`src/logic/control_config.svh`:
```
`ifndef CONTROL_CONFIG_SVH
`define CONTROL_CONFIG_SVH

`define OPCODE_W     4
`define REG_FIELD_W  4
`define ADDR_W       8
`define FLAG_W       4
`define ALU_W        4
`define FUN_W        2
`define SEL_W        4
`define RF_OUT_W     3
`define ARF_OUT_W    2
`define MUX_W        2
`define STEP_W       2

`define OP_AND   4'd0
`define OP_OR    4'd1
`define OP_NOT   4'd2
`define OP_ADD   4'd3
`define OP_SUB   4'd4
`define OP_LSR   4'd5
`define OP_LSL   4'd6
`define OP_BRA   4'd9
`define OP_BNE   4'd10
`define OP_MOV   4'd11
`define OP_LD    4'd12
`define OP_ST    4'd13
`define OP_PULL  4'd14
`define OP_PUSH  4'd15

`define ALU_PASS_A  4'b0000
`define ALU_PASS_B  4'b0001
`define ALU_NOT     4'b0010
`define ALU_ADD     4'b0100
`define ALU_SUB     4'b0101
`define ALU_AND     4'b0111
`define ALU_OR      4'b1000
`define ALU_LSL     4'b1011
`define ALU_LSR     4'b1100

`define FUN_LOAD  2'b01
`define FUN_DEC   2'b10
`define FUN_INC   2'b11

`define ARF_AR  2'b00
`define ARF_SP  2'b01
`define ARF_PC  2'b11

`define RF_R1       4'b1000
`define RF_R2       4'b0100
`define RF_R3       4'b0010
`define RF_R4       4'b0001
`define ARF_SEL_SP  4'b0010
`define ARF_SEL_AR  4'b0100
`define ARF_SEL_PC  4'b1000

`define RF_OUT_R1  3'b100
`define RF_OUT_R2  3'b101
`define RF_OUT_R3  3'b110
`define RF_OUT_R4  3'b111

`define MUX_ALU   2'b00
`define MUX_MEM   2'b01
`define MUX_IR    2'b10
`define MUXC_RF   1'b0
`define MUXC_ARF  1'b1

`define STEP_T0  2'd0
`define STEP_T1  2'd1
`define STEP_T2  2'd2
`define STEP_T3  2'd3

`define ZERO_FLAG_BIT  0

`endif

```
`src/logic/control_pkg.sv`:
```
`include "control_config.svh"

package control_pkg;

    // Register operations
    typedef struct packed {
        logic [`OPCODE_W-1:0]    opcode;
        logic [`REG_FIELD_W-1:0] dst;
        logic [`REG_FIELD_W-1:0] src1;
        logic [`REG_FIELD_W-1:0] src2;
    } reg_form_t;

    // LD, ST, branches, stack ops
    typedef struct packed {
        logic [`OPCODE_W-1:0] opcode;
        logic                 spare;
        logic                 direct;  // 1 selects memory operand
        logic [1:0]           rsel;
        logic [`ADDR_W-1:0]   addr;
    } addr_form_t;

    typedef union packed {
        reg_form_t  r;
        addr_form_t a;
    } instr_word_t;

endpackage

```
`src/logic/control_unit.sv`:
```
`timescale 1ns/1ps
`include "control_config.svh"

module control_unit
    import control_pkg::*;
(
    input  logic                  clock,
    input  logic                  rst_n,
    input  instr_word_t           ir_word,
    input  logic [`FLAG_W-1:0]    alu_flags,
    output logic [`RF_OUT_W-1:0]  rf_out_a_sel,
    output logic [`RF_OUT_W-1:0]  rf_out_b_sel,
    output logic [`FUN_W-1:0]     rf_fun_sel,
    output logic [`SEL_W-1:0]     rf_reg_sel,
    output logic [`ALU_W-1:0]     alu_fun_sel,
    output logic [`ARF_OUT_W-1:0] arf_out_c_sel,
    output logic [`ARF_OUT_W-1:0] arf_out_d_sel,
    output logic [`FUN_W-1:0]     arf_fun_sel,
    output logic [`SEL_W-1:0]     arf_reg_sel,
    output logic                  ir_lh,
    output logic                  ir_enable,
    output logic                  mem_wr,
    output logic [`MUX_W-1:0]     mux_a_sel,
    output logic [`MUX_W-1:0]     mux_b_sel,
    output logic                  mux_c_sel
);

    logic                  src_a_is_arf;
    logic [`RF_OUT_W-1:0]  src_a_rf_sel;
    logic [`ARF_OUT_W-1:0] src_a_arf_sel;
    logic [`RF_OUT_W-1:0]  src_b_rf_sel;
    logic                  dst_is_arf;
    logic [`SEL_W-1:0]     dst_rf_onehot;
    logic [`SEL_W-1:0]     dst_arf_onehot;
    logic [`SEL_W-1:0]     rsel_rf_onehot;
    logic [`RF_OUT_W-1:0]  rsel_rf_out_sel;

    register_map i_register_map (
        .ir_word         (ir_word),
        .src_a_is_arf    (src_a_is_arf),
        .src_a_rf_sel    (src_a_rf_sel),
        .src_a_arf_sel   (src_a_arf_sel),
        .src_b_rf_sel    (src_b_rf_sel),
        .dst_is_arf      (dst_is_arf),
        .dst_rf_onehot   (dst_rf_onehot),
        .dst_arf_onehot  (dst_arf_onehot),
        .rsel_rf_onehot  (rsel_rf_onehot),
        .rsel_rf_out_sel (rsel_rf_out_sel)
    );

    micro_sequencer i_micro_sequencer (
        .clock           (clock),
        .rst_n           (rst_n),
        .ir_word         (ir_word),
        .zero_flag       (alu_flags[`ZERO_FLAG_BIT]),  // Only Z is used
        .src_a_is_arf    (src_a_is_arf),
        .src_a_rf_sel    (src_a_rf_sel),
        .src_a_arf_sel   (src_a_arf_sel),
        .src_b_rf_sel    (src_b_rf_sel),
        .dst_is_arf      (dst_is_arf),
        .dst_rf_onehot   (dst_rf_onehot),
        .dst_arf_onehot  (dst_arf_onehot),
        .rsel_rf_onehot  (rsel_rf_onehot),
        .rsel_rf_out_sel (rsel_rf_out_sel),
        .rf_out_a_sel    (rf_out_a_sel),
        .rf_out_b_sel    (rf_out_b_sel),
        .rf_fun_sel      (rf_fun_sel),
        .rf_reg_sel      (rf_reg_sel),
        .alu_fun_sel     (alu_fun_sel),
        .arf_out_c_sel   (arf_out_c_sel),
        .arf_out_d_sel   (arf_out_d_sel),
        .arf_fun_sel     (arf_fun_sel),
        .arf_reg_sel     (arf_reg_sel),
        .ir_lh           (ir_lh),
        .ir_enable       (ir_enable),
        .mem_wr          (mem_wr),
        .mux_a_sel       (mux_a_sel),
        .mux_b_sel       (mux_b_sel),
        .mux_c_sel       (mux_c_sel)
    );

endmodule

```
`src/logic/micro_sequencer.sv`:
```
`timescale 1ns/1ps
`include "control_config.svh"

module micro_sequencer
    import control_pkg::*;
(
    input  logic                  clock,
    input  logic                  rst_n,
    input  instr_word_t           ir_word,
    input  logic                  zero_flag,
    input  logic                  src_a_is_arf,
    input  logic [`RF_OUT_W-1:0]  src_a_rf_sel,
    input  logic [`ARF_OUT_W-1:0] src_a_arf_sel,
    input  logic [`RF_OUT_W-1:0]  src_b_rf_sel,
    input  logic                  dst_is_arf,
    input  logic [`SEL_W-1:0]     dst_rf_onehot,
    input  logic [`SEL_W-1:0]     dst_arf_onehot,
    input  logic [`SEL_W-1:0]     rsel_rf_onehot,
    input  logic [`RF_OUT_W-1:0]  rsel_rf_out_sel,
    output logic [`RF_OUT_W-1:0]  rf_out_a_sel,
    output logic [`RF_OUT_W-1:0]  rf_out_b_sel,
    output logic [`FUN_W-1:0]     rf_fun_sel,
    output logic [`SEL_W-1:0]     rf_reg_sel,
    output logic [`ALU_W-1:0]     alu_fun_sel,
    output logic [`ARF_OUT_W-1:0] arf_out_c_sel,
    output logic [`ARF_OUT_W-1:0] arf_out_d_sel,
    output logic [`FUN_W-1:0]     arf_fun_sel,
    output logic [`SEL_W-1:0]     arf_reg_sel,
    output logic                  ir_lh,
    output logic                  ir_enable,
    output logic                  mem_wr,
    output logic [`MUX_W-1:0]     mux_a_sel,
    output logic [`MUX_W-1:0]     mux_b_sel,
    output logic                  mux_c_sel
);

    logic [`STEP_W-1:0]   step;
    logic [`STEP_W-1:0]   last_step;
    logic [`OPCODE_W-1:0] opcode;
    logic [`ALU_W-1:0]    op_alu;
    logic [`MUX_W-1:0]    value_src;
    logic                 is_binary;

    assign opcode    = ir_word.r.opcode;
    assign value_src = ir_word.a.direct ? `MUX_MEM : `MUX_IR;
    assign is_binary = opcode inside {`OP_AND, `OP_OR, `OP_ADD, `OP_SUB};

    always_comb begin
        case (opcode)
            `OP_LD, `OP_ST, `OP_BRA, `OP_PUSH, `OP_PULL: last_step = `STEP_T3;
            `OP_BNE: last_step = zero_flag ? `STEP_T2 : `STEP_T3;  // Not taken ends early
            default: last_step = `STEP_T2;
        endcase
    end

    always_ff @(posedge clock) begin
        if (!rst_n) begin
            step <= `STEP_T0;
        end else if (step == last_step) begin
            step <= `STEP_T0;
        end else begin
            step <= step + 2'd1;
        end
    end

    always_comb begin
        case (opcode)
            `OP_AND: op_alu = `ALU_AND;
            `OP_OR:  op_alu = `ALU_OR;
            `OP_NOT: op_alu = `ALU_NOT;
            `OP_ADD: op_alu = `ALU_ADD;
            `OP_SUB: op_alu = `ALU_SUB;
            `OP_LSR: op_alu = `ALU_LSR;
            `OP_LSL: op_alu = `ALU_LSL;
            default: op_alu = `ALU_PASS_A;  // MOV
        endcase
    end

    always_comb begin
        rf_out_a_sel  = '0;
        rf_out_b_sel  = '0;
        rf_fun_sel    = '0;
        rf_reg_sel    = '0;
        alu_fun_sel   = '0;
        arf_out_c_sel = '0;
        arf_out_d_sel = '0;
        arf_fun_sel   = '0;
        arf_reg_sel   = '0;
        ir_lh         = 1'b0;
        ir_enable     = 1'b0;
        mem_wr        = 1'b0;
        mux_a_sel     = '0;
        mux_b_sel     = '0;
        mux_c_sel     = 1'b0;
        if (rst_n) begin
            if (step == `STEP_T0 || step == `STEP_T1) begin
                arf_out_d_sel = `ARF_PC;  // Fetch byte at PC
                ir_enable     = 1'b1;
                ir_lh         = (step == `STEP_T1);
                arf_reg_sel   = `ARF_SEL_PC;
                arf_fun_sel   = `FUN_INC;
            end else begin
                case (opcode)
                    `OP_AND, `OP_OR, `OP_NOT, `OP_ADD, `OP_SUB, `OP_LSR, `OP_LSL,
                    `OP_MOV: begin
                        alu_fun_sel = op_alu;
                        if (src_a_is_arf) begin
                            mux_c_sel     = `MUXC_ARF;
                            arf_out_c_sel = src_a_arf_sel;
                        end else begin
                            mux_c_sel    = `MUXC_RF;
                            rf_out_a_sel = src_a_rf_sel;
                        end
                        if (is_binary) begin
                            rf_out_b_sel = src_b_rf_sel;
                        end
                        if (dst_is_arf) begin
                            mux_b_sel   = `MUX_ALU;
                            arf_fun_sel = `FUN_LOAD;
                            arf_reg_sel = dst_arf_onehot;
                        end else begin
                            mux_a_sel  = `MUX_ALU;
                            rf_fun_sel = `FUN_LOAD;
                            rf_reg_sel = dst_rf_onehot;
                        end
                    end
                    `OP_LD, `OP_BRA, `OP_BNE, `OP_ST: begin
                        if (step == `STEP_T2) begin
                            // AR takes the address byte for the memory access
                            if ((ir_word.a.direct || opcode == `OP_ST) &&
                                !(opcode == `OP_BNE && zero_flag)) begin
                                mux_b_sel   = `MUX_IR;
                                arf_fun_sel = `FUN_LOAD;
                                arf_reg_sel = `ARF_SEL_AR;
                            end
                        end else if (opcode == `OP_ST) begin
                            arf_out_d_sel = `ARF_AR;
                            rf_out_b_sel  = rsel_rf_out_sel;
                            alu_fun_sel   = `ALU_PASS_B;
                            mem_wr        = 1'b1;
                        end else begin
                            if (ir_word.a.direct) begin
                                arf_out_d_sel = `ARF_AR;
                            end
                            if (opcode == `OP_LD) begin
                                mux_a_sel  = value_src;
                                rf_fun_sel = `FUN_LOAD;
                                rf_reg_sel = rsel_rf_onehot;
                            end else begin
                                mux_b_sel   = value_src;  // New PC
                                arf_fun_sel = `FUN_LOAD;
                                arf_reg_sel = `ARF_SEL_PC;
                            end
                        end
                    end
                    `OP_PUSH: begin
                        if (step == `STEP_T2) begin
                            arf_out_d_sel = `ARF_SP;
                            rf_out_b_sel  = rsel_rf_out_sel;
                            alu_fun_sel   = `ALU_PASS_B;
                            mem_wr        = 1'b1;
                        end else begin
                            arf_reg_sel = `ARF_SEL_SP;
                            arf_fun_sel = `FUN_DEC;
                        end
                    end
                    `OP_PULL: begin
                        if (step == `STEP_T2) begin
                            arf_reg_sel = `ARF_SEL_SP;
                            arf_fun_sel = `FUN_INC;
                        end else begin
                            arf_out_d_sel = `ARF_SP;
                            mux_a_sel     = `MUX_MEM;
                            rf_fun_sel    = `FUN_LOAD;
                            rf_reg_sel    = rsel_rf_onehot;
                        end
                    end
                    default: ;  // Opcodes 7 and 8 idle at T2
                endcase
            end
        end
    end

    a_reg_sel_onehot: assert property (@(posedge clock) disable iff (!rst_n)
        $onehot0(rf_reg_sel) && $onehot0(arf_reg_sel))
        else $error("register select not one-hot");

    a_no_write_in_fetch: assert property (@(posedge clock) disable iff (!rst_n)
        !(mem_wr && ir_enable))
        else $error("memory write during fetch");

    a_wrap_after_t3: assert property (@(posedge clock) disable iff (!rst_n)
        step == `STEP_T3 |=> step == `STEP_T0)
        else $error("step counter did not wrap after T3");

endmodule

```
`src/logic/register_map.sv`:
```
`timescale 1ns/1ps
`include "control_config.svh"

module register_map
    import control_pkg::*;
(
    input  instr_word_t                ir_word,
    output logic                       src_a_is_arf,
    output logic [`RF_OUT_W-1:0]       src_a_rf_sel,
    output logic [`ARF_OUT_W-1:0]      src_a_arf_sel,
    output logic [`RF_OUT_W-1:0]       src_b_rf_sel,
    output logic                       dst_is_arf,
    output logic [`SEL_W-1:0]          dst_rf_onehot,
    output logic [`SEL_W-1:0]          dst_arf_onehot,
    output logic [`SEL_W-1:0]          rsel_rf_onehot,
    output logic [`RF_OUT_W-1:0]       rsel_rf_out_sel
);

    function automatic logic [`RF_OUT_W-1:0] rf_out_code(input logic [1:0] num);
        case (num)
            2'd0:    return `RF_OUT_R1;
            2'd1:    return `RF_OUT_R2;
            2'd2:    return `RF_OUT_R3;
            default: return `RF_OUT_R4;
        endcase
    endfunction

    function automatic logic [`SEL_W-1:0] rf_onehot(input logic [1:0] num);
        case (num)
            2'd0:    return `RF_R1;
            2'd1:    return `RF_R2;
            2'd2:    return `RF_R3;
            default: return `RF_R4;
        endcase
    endfunction

    // Numbers 4..7 after the top bit is stripped
    function automatic logic [`ARF_OUT_W-1:0] arf_out_code(input logic [1:0] num);
        case (num)
            2'd0:    return `ARF_SP;
            2'd1:    return `ARF_AR;
            default: return `ARF_PC;  // 6 and 7 both PC
        endcase
    endfunction

    function automatic logic [`SEL_W-1:0] arf_onehot(input logic [1:0] num);
        case (num)
            2'd0:    return `ARF_SEL_SP;
            2'd1:    return `ARF_SEL_AR;
            default: return `ARF_SEL_PC;
        endcase
    endfunction

    assign src_a_is_arf    = ir_word.r.src1[2];
    assign src_a_rf_sel    = rf_out_code(ir_word.r.src1[1:0]);
    assign src_a_arf_sel   = arf_out_code(ir_word.r.src1[1:0]);
    assign src_b_rf_sel    = rf_out_code(ir_word.r.src2[1:0]);  // Always a general register
    assign dst_is_arf      = ir_word.r.dst[2];
    assign dst_rf_onehot   = rf_onehot(ir_word.r.dst[1:0]);
    assign dst_arf_onehot  = arf_onehot(ir_word.r.dst[1:0]);
    assign rsel_rf_onehot  = rf_onehot(ir_word.a.rsel);
    assign rsel_rf_out_sel = rf_out_code(ir_word.a.rsel);

endmodule

```
`config.mk`:
```
export PLATFORM = sky130hd
export DESIGN_NAME = control_unit
export DESIGN_NICKNAME = d
export VERILOG_FILES = /design/src/logic/control_pkg.sv /design/src/logic/control_unit.sv /design/src/logic/micro_sequencer.sv /design/src/logic/register_map.sv
export VERILOG_INCLUDE_DIRS = /design/src /design/src/logic
export SDC_FILE = /design/constraint.sdc
export NUM_CORES = 1
export LEC_CHECK = 0
export BUFFER_PORTS_ARGS = -buffer_cell sky130_fd_sc_hd__buf_2
export CAP_MARGIN = 10
export CORE_MARGIN = 3
export CORE_UTILIZATION = 38
export DETAILED_ROUTE_END_ITERATION = 10
export PLACE_DENSITY = 0.84
export SYNTH_ARGS = -nofsm -noshare
export SYNTH_HDL_FRONTEND = slang
export SYNTH_SLANG_ARGS = --single-unit
```
`constraint.sdc`:
```
create_clock -name clock -period 1.9 [get_ports clock]
set_clock_uncertainty 0.2 [all_clocks]
set_input_delay 0.19 -clock clock [delete_from_list [all_inputs] [get_ports clock]]
set_output_delay 0.19 -clock clock [all_outputs]
set_load 0.01 [all_outputs]
```
==> run metrics <==
half-perimeter wire length after placement=2290 um; run status=finished with violations; top post-synthesis cells by area=sky130_fd_sc_hd__nor2_1, sky130_fd_sc_hd__and2_1, sky130_fd_sc_hd__ha_1; core footprint=2080 sq um; CTS Root Cell=sky130_fd_sc_hd__clkbuf_4; average footprint of a synthesized cell=6.47 sq um; portion of synthesized cell area occupied by the leading cell type=6.83%; Max rail drop VDD=520 uV; height of the die=54.1 um; first-pass iteration count of the detailed router=4; FF-to-FF End=i_micro_sequencer.step[1]$_SDFF_PP0_; highest clock rate=479 MHz; CP Max Fanout=4; cell breakdown of the critical path=inv_6, ha_4, nor3b_4, nand3_1, a21o_4, inv_2, and3_4, buf_6; clock period minus final worst setup slack=2.09 ns; layout cell share with drive strength beyond 1=57.5%; Async SR Flop Fraction=0%; max-cap check violation count=0; total area of multi-input combinational cells=953 sq um; Register-to-Register Path Depth=4; share of synthesized area occupied by flip-flops and latches=4.55%; Worst Setup Slack post-DPL=-0.0489 ns; sort of element at the start of the critical path=flop; FILL cells=168; slowest stage cell, crit path=sky130_fd_sc_hd__dfxtp_4; share of the clock period used by the worst path after layout=110%; global route total overflow=0; count of state elements after synthesis=2; Reg area=47.5 sq um; number of buffers created by CTS=3; violation count after the first detailed-routing iteration=44; clock-pin slew of the registers on the worst-case setup and hold paths=0.03 ns; vias in the first global route=1,185; clock insertion delay at the later pin of the skew report=0.22 ns; max incr delay on CP=0.38 ns; per-cell routed wire length=15.4 um; worst hold margin=0.0850 ns; count of flip-flops with a built-in enable after synthesis=0; CP Capture Type=primary output; summed negative setup slack over all endpoints=-2.88 ns; count of nets left with antenna violations after detail routing=0; DRC violation count after routing=0; critical path's top delay family=simple AND/OR/NAND/NOR gates; Regs by FF count=i_micro_sequencer.step: 2 flops; Cells after Synth=136; Crit path arrival time=1.70 ns; utilization after layout=73.9%; destination of the worst hold path=i_micro_sequencer.step[0]$_SDFF_PP0_; Netlist cell types=45; setup-violating endpoint count in the final report=27; diode count=0; starting density of the core=42.2%; CTS H-Tree Depth=1; count of buffering cells on the critical path with inverters included=3; CP Data Required Time=1.51 ns; library cell with the highest instance count after synthesis=sky130_fd_sc_hd__nor2_1; Hold Path Origin=rst_n; count of final max-slew check failures=0; flip-flop count of the largest register after layout=2; static leakage=0.733 nW; dominant synthesized flop cell=sky130_fd_sc_hd__dfxtp_1; first-pass GRT wire length=4950 um; area added between synthesis and finish=74.8%; worst-case register-to-register setup slack=0.79 ns; final hold vios=0; global-route usage over all layers=22.4%; area enclosed by the die boundary=2930 sq um; Placed Instance Area=1180 sq um; clock tree from TritonCTS=yes; count of standard-cell rows=16; Synth warnings=0; total of hold buffers inserted after clock tree synthesis=0; DR vias/cell=5.79; cell area after technology mapping=880 sq um; Post-layout nets=221; area of all placed cells without fillers=1540 sq um; largest net degree at the start of global routing=26; beginning of the worst register-to-register path=i_micro_sequencer.step[0]$_SDFF_PP0_; antenna violations before repair=0; final weighted congestion in routability-driven placement=0.878; routed wire length=3380 um; cell depth of the worst min-delay path=3; pwr/cell area=450 nW/um^2; buffers added on ports=46; min-delay worst type=input port to flop; boundary pin count=56; library cell occupying the most area in the post-synthesis netlist=sky130_fd_sc_hd__nor2_1; Die W=54.1 um; count of clock tree sinks=2; startpoint-to-endpoint class of the critical path=flop to primary output; register name with the most flops=i_micro_sequencer.step; worst setup slack after layout=-0.187 ns; CTS max path bufs=2; setup repair after global routing missed its margin=true; failing checks=setup timing; top cells by count, synth=sky130_fd_sc_hd__nor2_1, sky130_fd_sc_hd__a21oi_1, sky130_fd_sc_hd__and2_1; total number of vias=1,273
[how the worst max path moves through the flow]
| stage | cells after the start | startpoint | end |
|---|---|---|---|
| final | 8 | i_micro_sequencer.step[0]$_SDFF_PP0_ | rf_reg_sel[0] |
| after global routing | 7 | i_micro_sequencer.step[0]$_SDFF_PP0_ | rf_reg_sel[2] |
| after CTS | 8 | i_micro_sequencer.step[1]$_SDFF_PP0_ | rf_reg_sel[0] |
| after floorplan | 8 | i_micro_sequencer.step[0]$_SDFF_PP0_ | rf_reg_sel[0] |
| after detailed placement | 8 | i_micro_sequencer.step[1]$_SDFF_PP0_ | rf_out_b_sel[0] |
| after global placement | 8 | i_micro_sequencer.step[1]$_SDFF_PP0_ | rf_reg_sel[0] |
[metrics by stage]
stage,power (mW),cells
detailed placement,0.411,207
global placement,0.393,207
CTS,0.581,216
finish,0.691,220
floorplan,0.292,137
global route,0.745,220
[layout make-up]
cell class                      count  area share, %
Timing Repair Buffer               67           28.6
Tap cell                           27           2.20
Multi-Input combinational cell    112           62.0
Clock buffer                        3           1.46
Sequential cell                     2           3.09
Inverter                            9           2.69
[cells in the final DEF (no fill, tap or decap), types with 3 or more instances in the layout]
cell type and count:
sky130_fd_sc_hd__buf_6 11, sky130_fd_sc_hd__and2_4 3, sky130_fd_sc_hd__o21ai_1 4, sky130_fd_sc_hd__ha_4 3, sky130_fd_sc_hd__and3b_1 3, sky130_fd_sc_hd__nand2_1 3
sky130_fd_sc_hd__and2_1 6, sky130_fd_sc_hd__buf_2 42, sky130_fd_sc_hd__nand2b_1 3, sky130_fd_sc_hd__nand4b_1 3, sky130_fd_sc_hd__a21oi_2 4, sky130_fd_sc_hd__nor2_1 14
sky130_fd_sc_hd__a21oi_1 5, sky130_fd_sc_hd__buf_4 14, sky130_fd_sc_hd__nand3_1 5, sky130_fd_sc_hd__nor3_2 3, sky130_fd_sc_hd__xnor2_1 3, sky130_fd_sc_hd__inv_1 6
sky130_fd_sc_hd__a32oi_1 3, sky130_fd_sc_hd__clkbuf_4 3
[what timing repair did]
| action | CTS | global route |
|---|---|---|
| buffers inserted | 6 | 4 |
| cloned | 0 | 0 |
| pin swaps | 12 | 18 |
| gates resized for setup | 21 | 39 |
| endpoints found under the setup margin | 29 | 29 |
[report_power, final]
group          internal (mW)  switching (mW)
registers             0.0530          0.0155
logic                  0.259           0.270
clock network         0.0696          0.0237
[cell families after synthesis]
kind of cell	after synthesis	share of synthesized area, %
AOI/OAI and AO/OA	33	26.6
xor gates and xnor gates	5	4.98
adders and majority gates	5	6.83
buffers and inverters	23	12.7
DFF	2	4.55
other	1	0.426
and+or+nand+nor	67	44.0
[worst register-to-register path: stages, from the launching register on]
cell and delay, ns:
sky130_fd_sc_hd__dfxtp_4 0.38, sky130_fd_sc_hd__inv_6 0.05, sky130_fd_sc_hd__buf_4 0.12, sky130_fd_sc_hd__xnor2_1 0.16, sky130_fd_sc_hd__a21oi_1 0.08
[metal layers]
metal	up-vias	wire length [um]	global-route usage, %
met3	8	236	1.11
met4	0	79	11.6
li1	599	-	-
met1	602	1240	23.4
met5	-	0	0
met2	64	1820	44.0
Note: power is estimated with default switching activity, not from simulation.
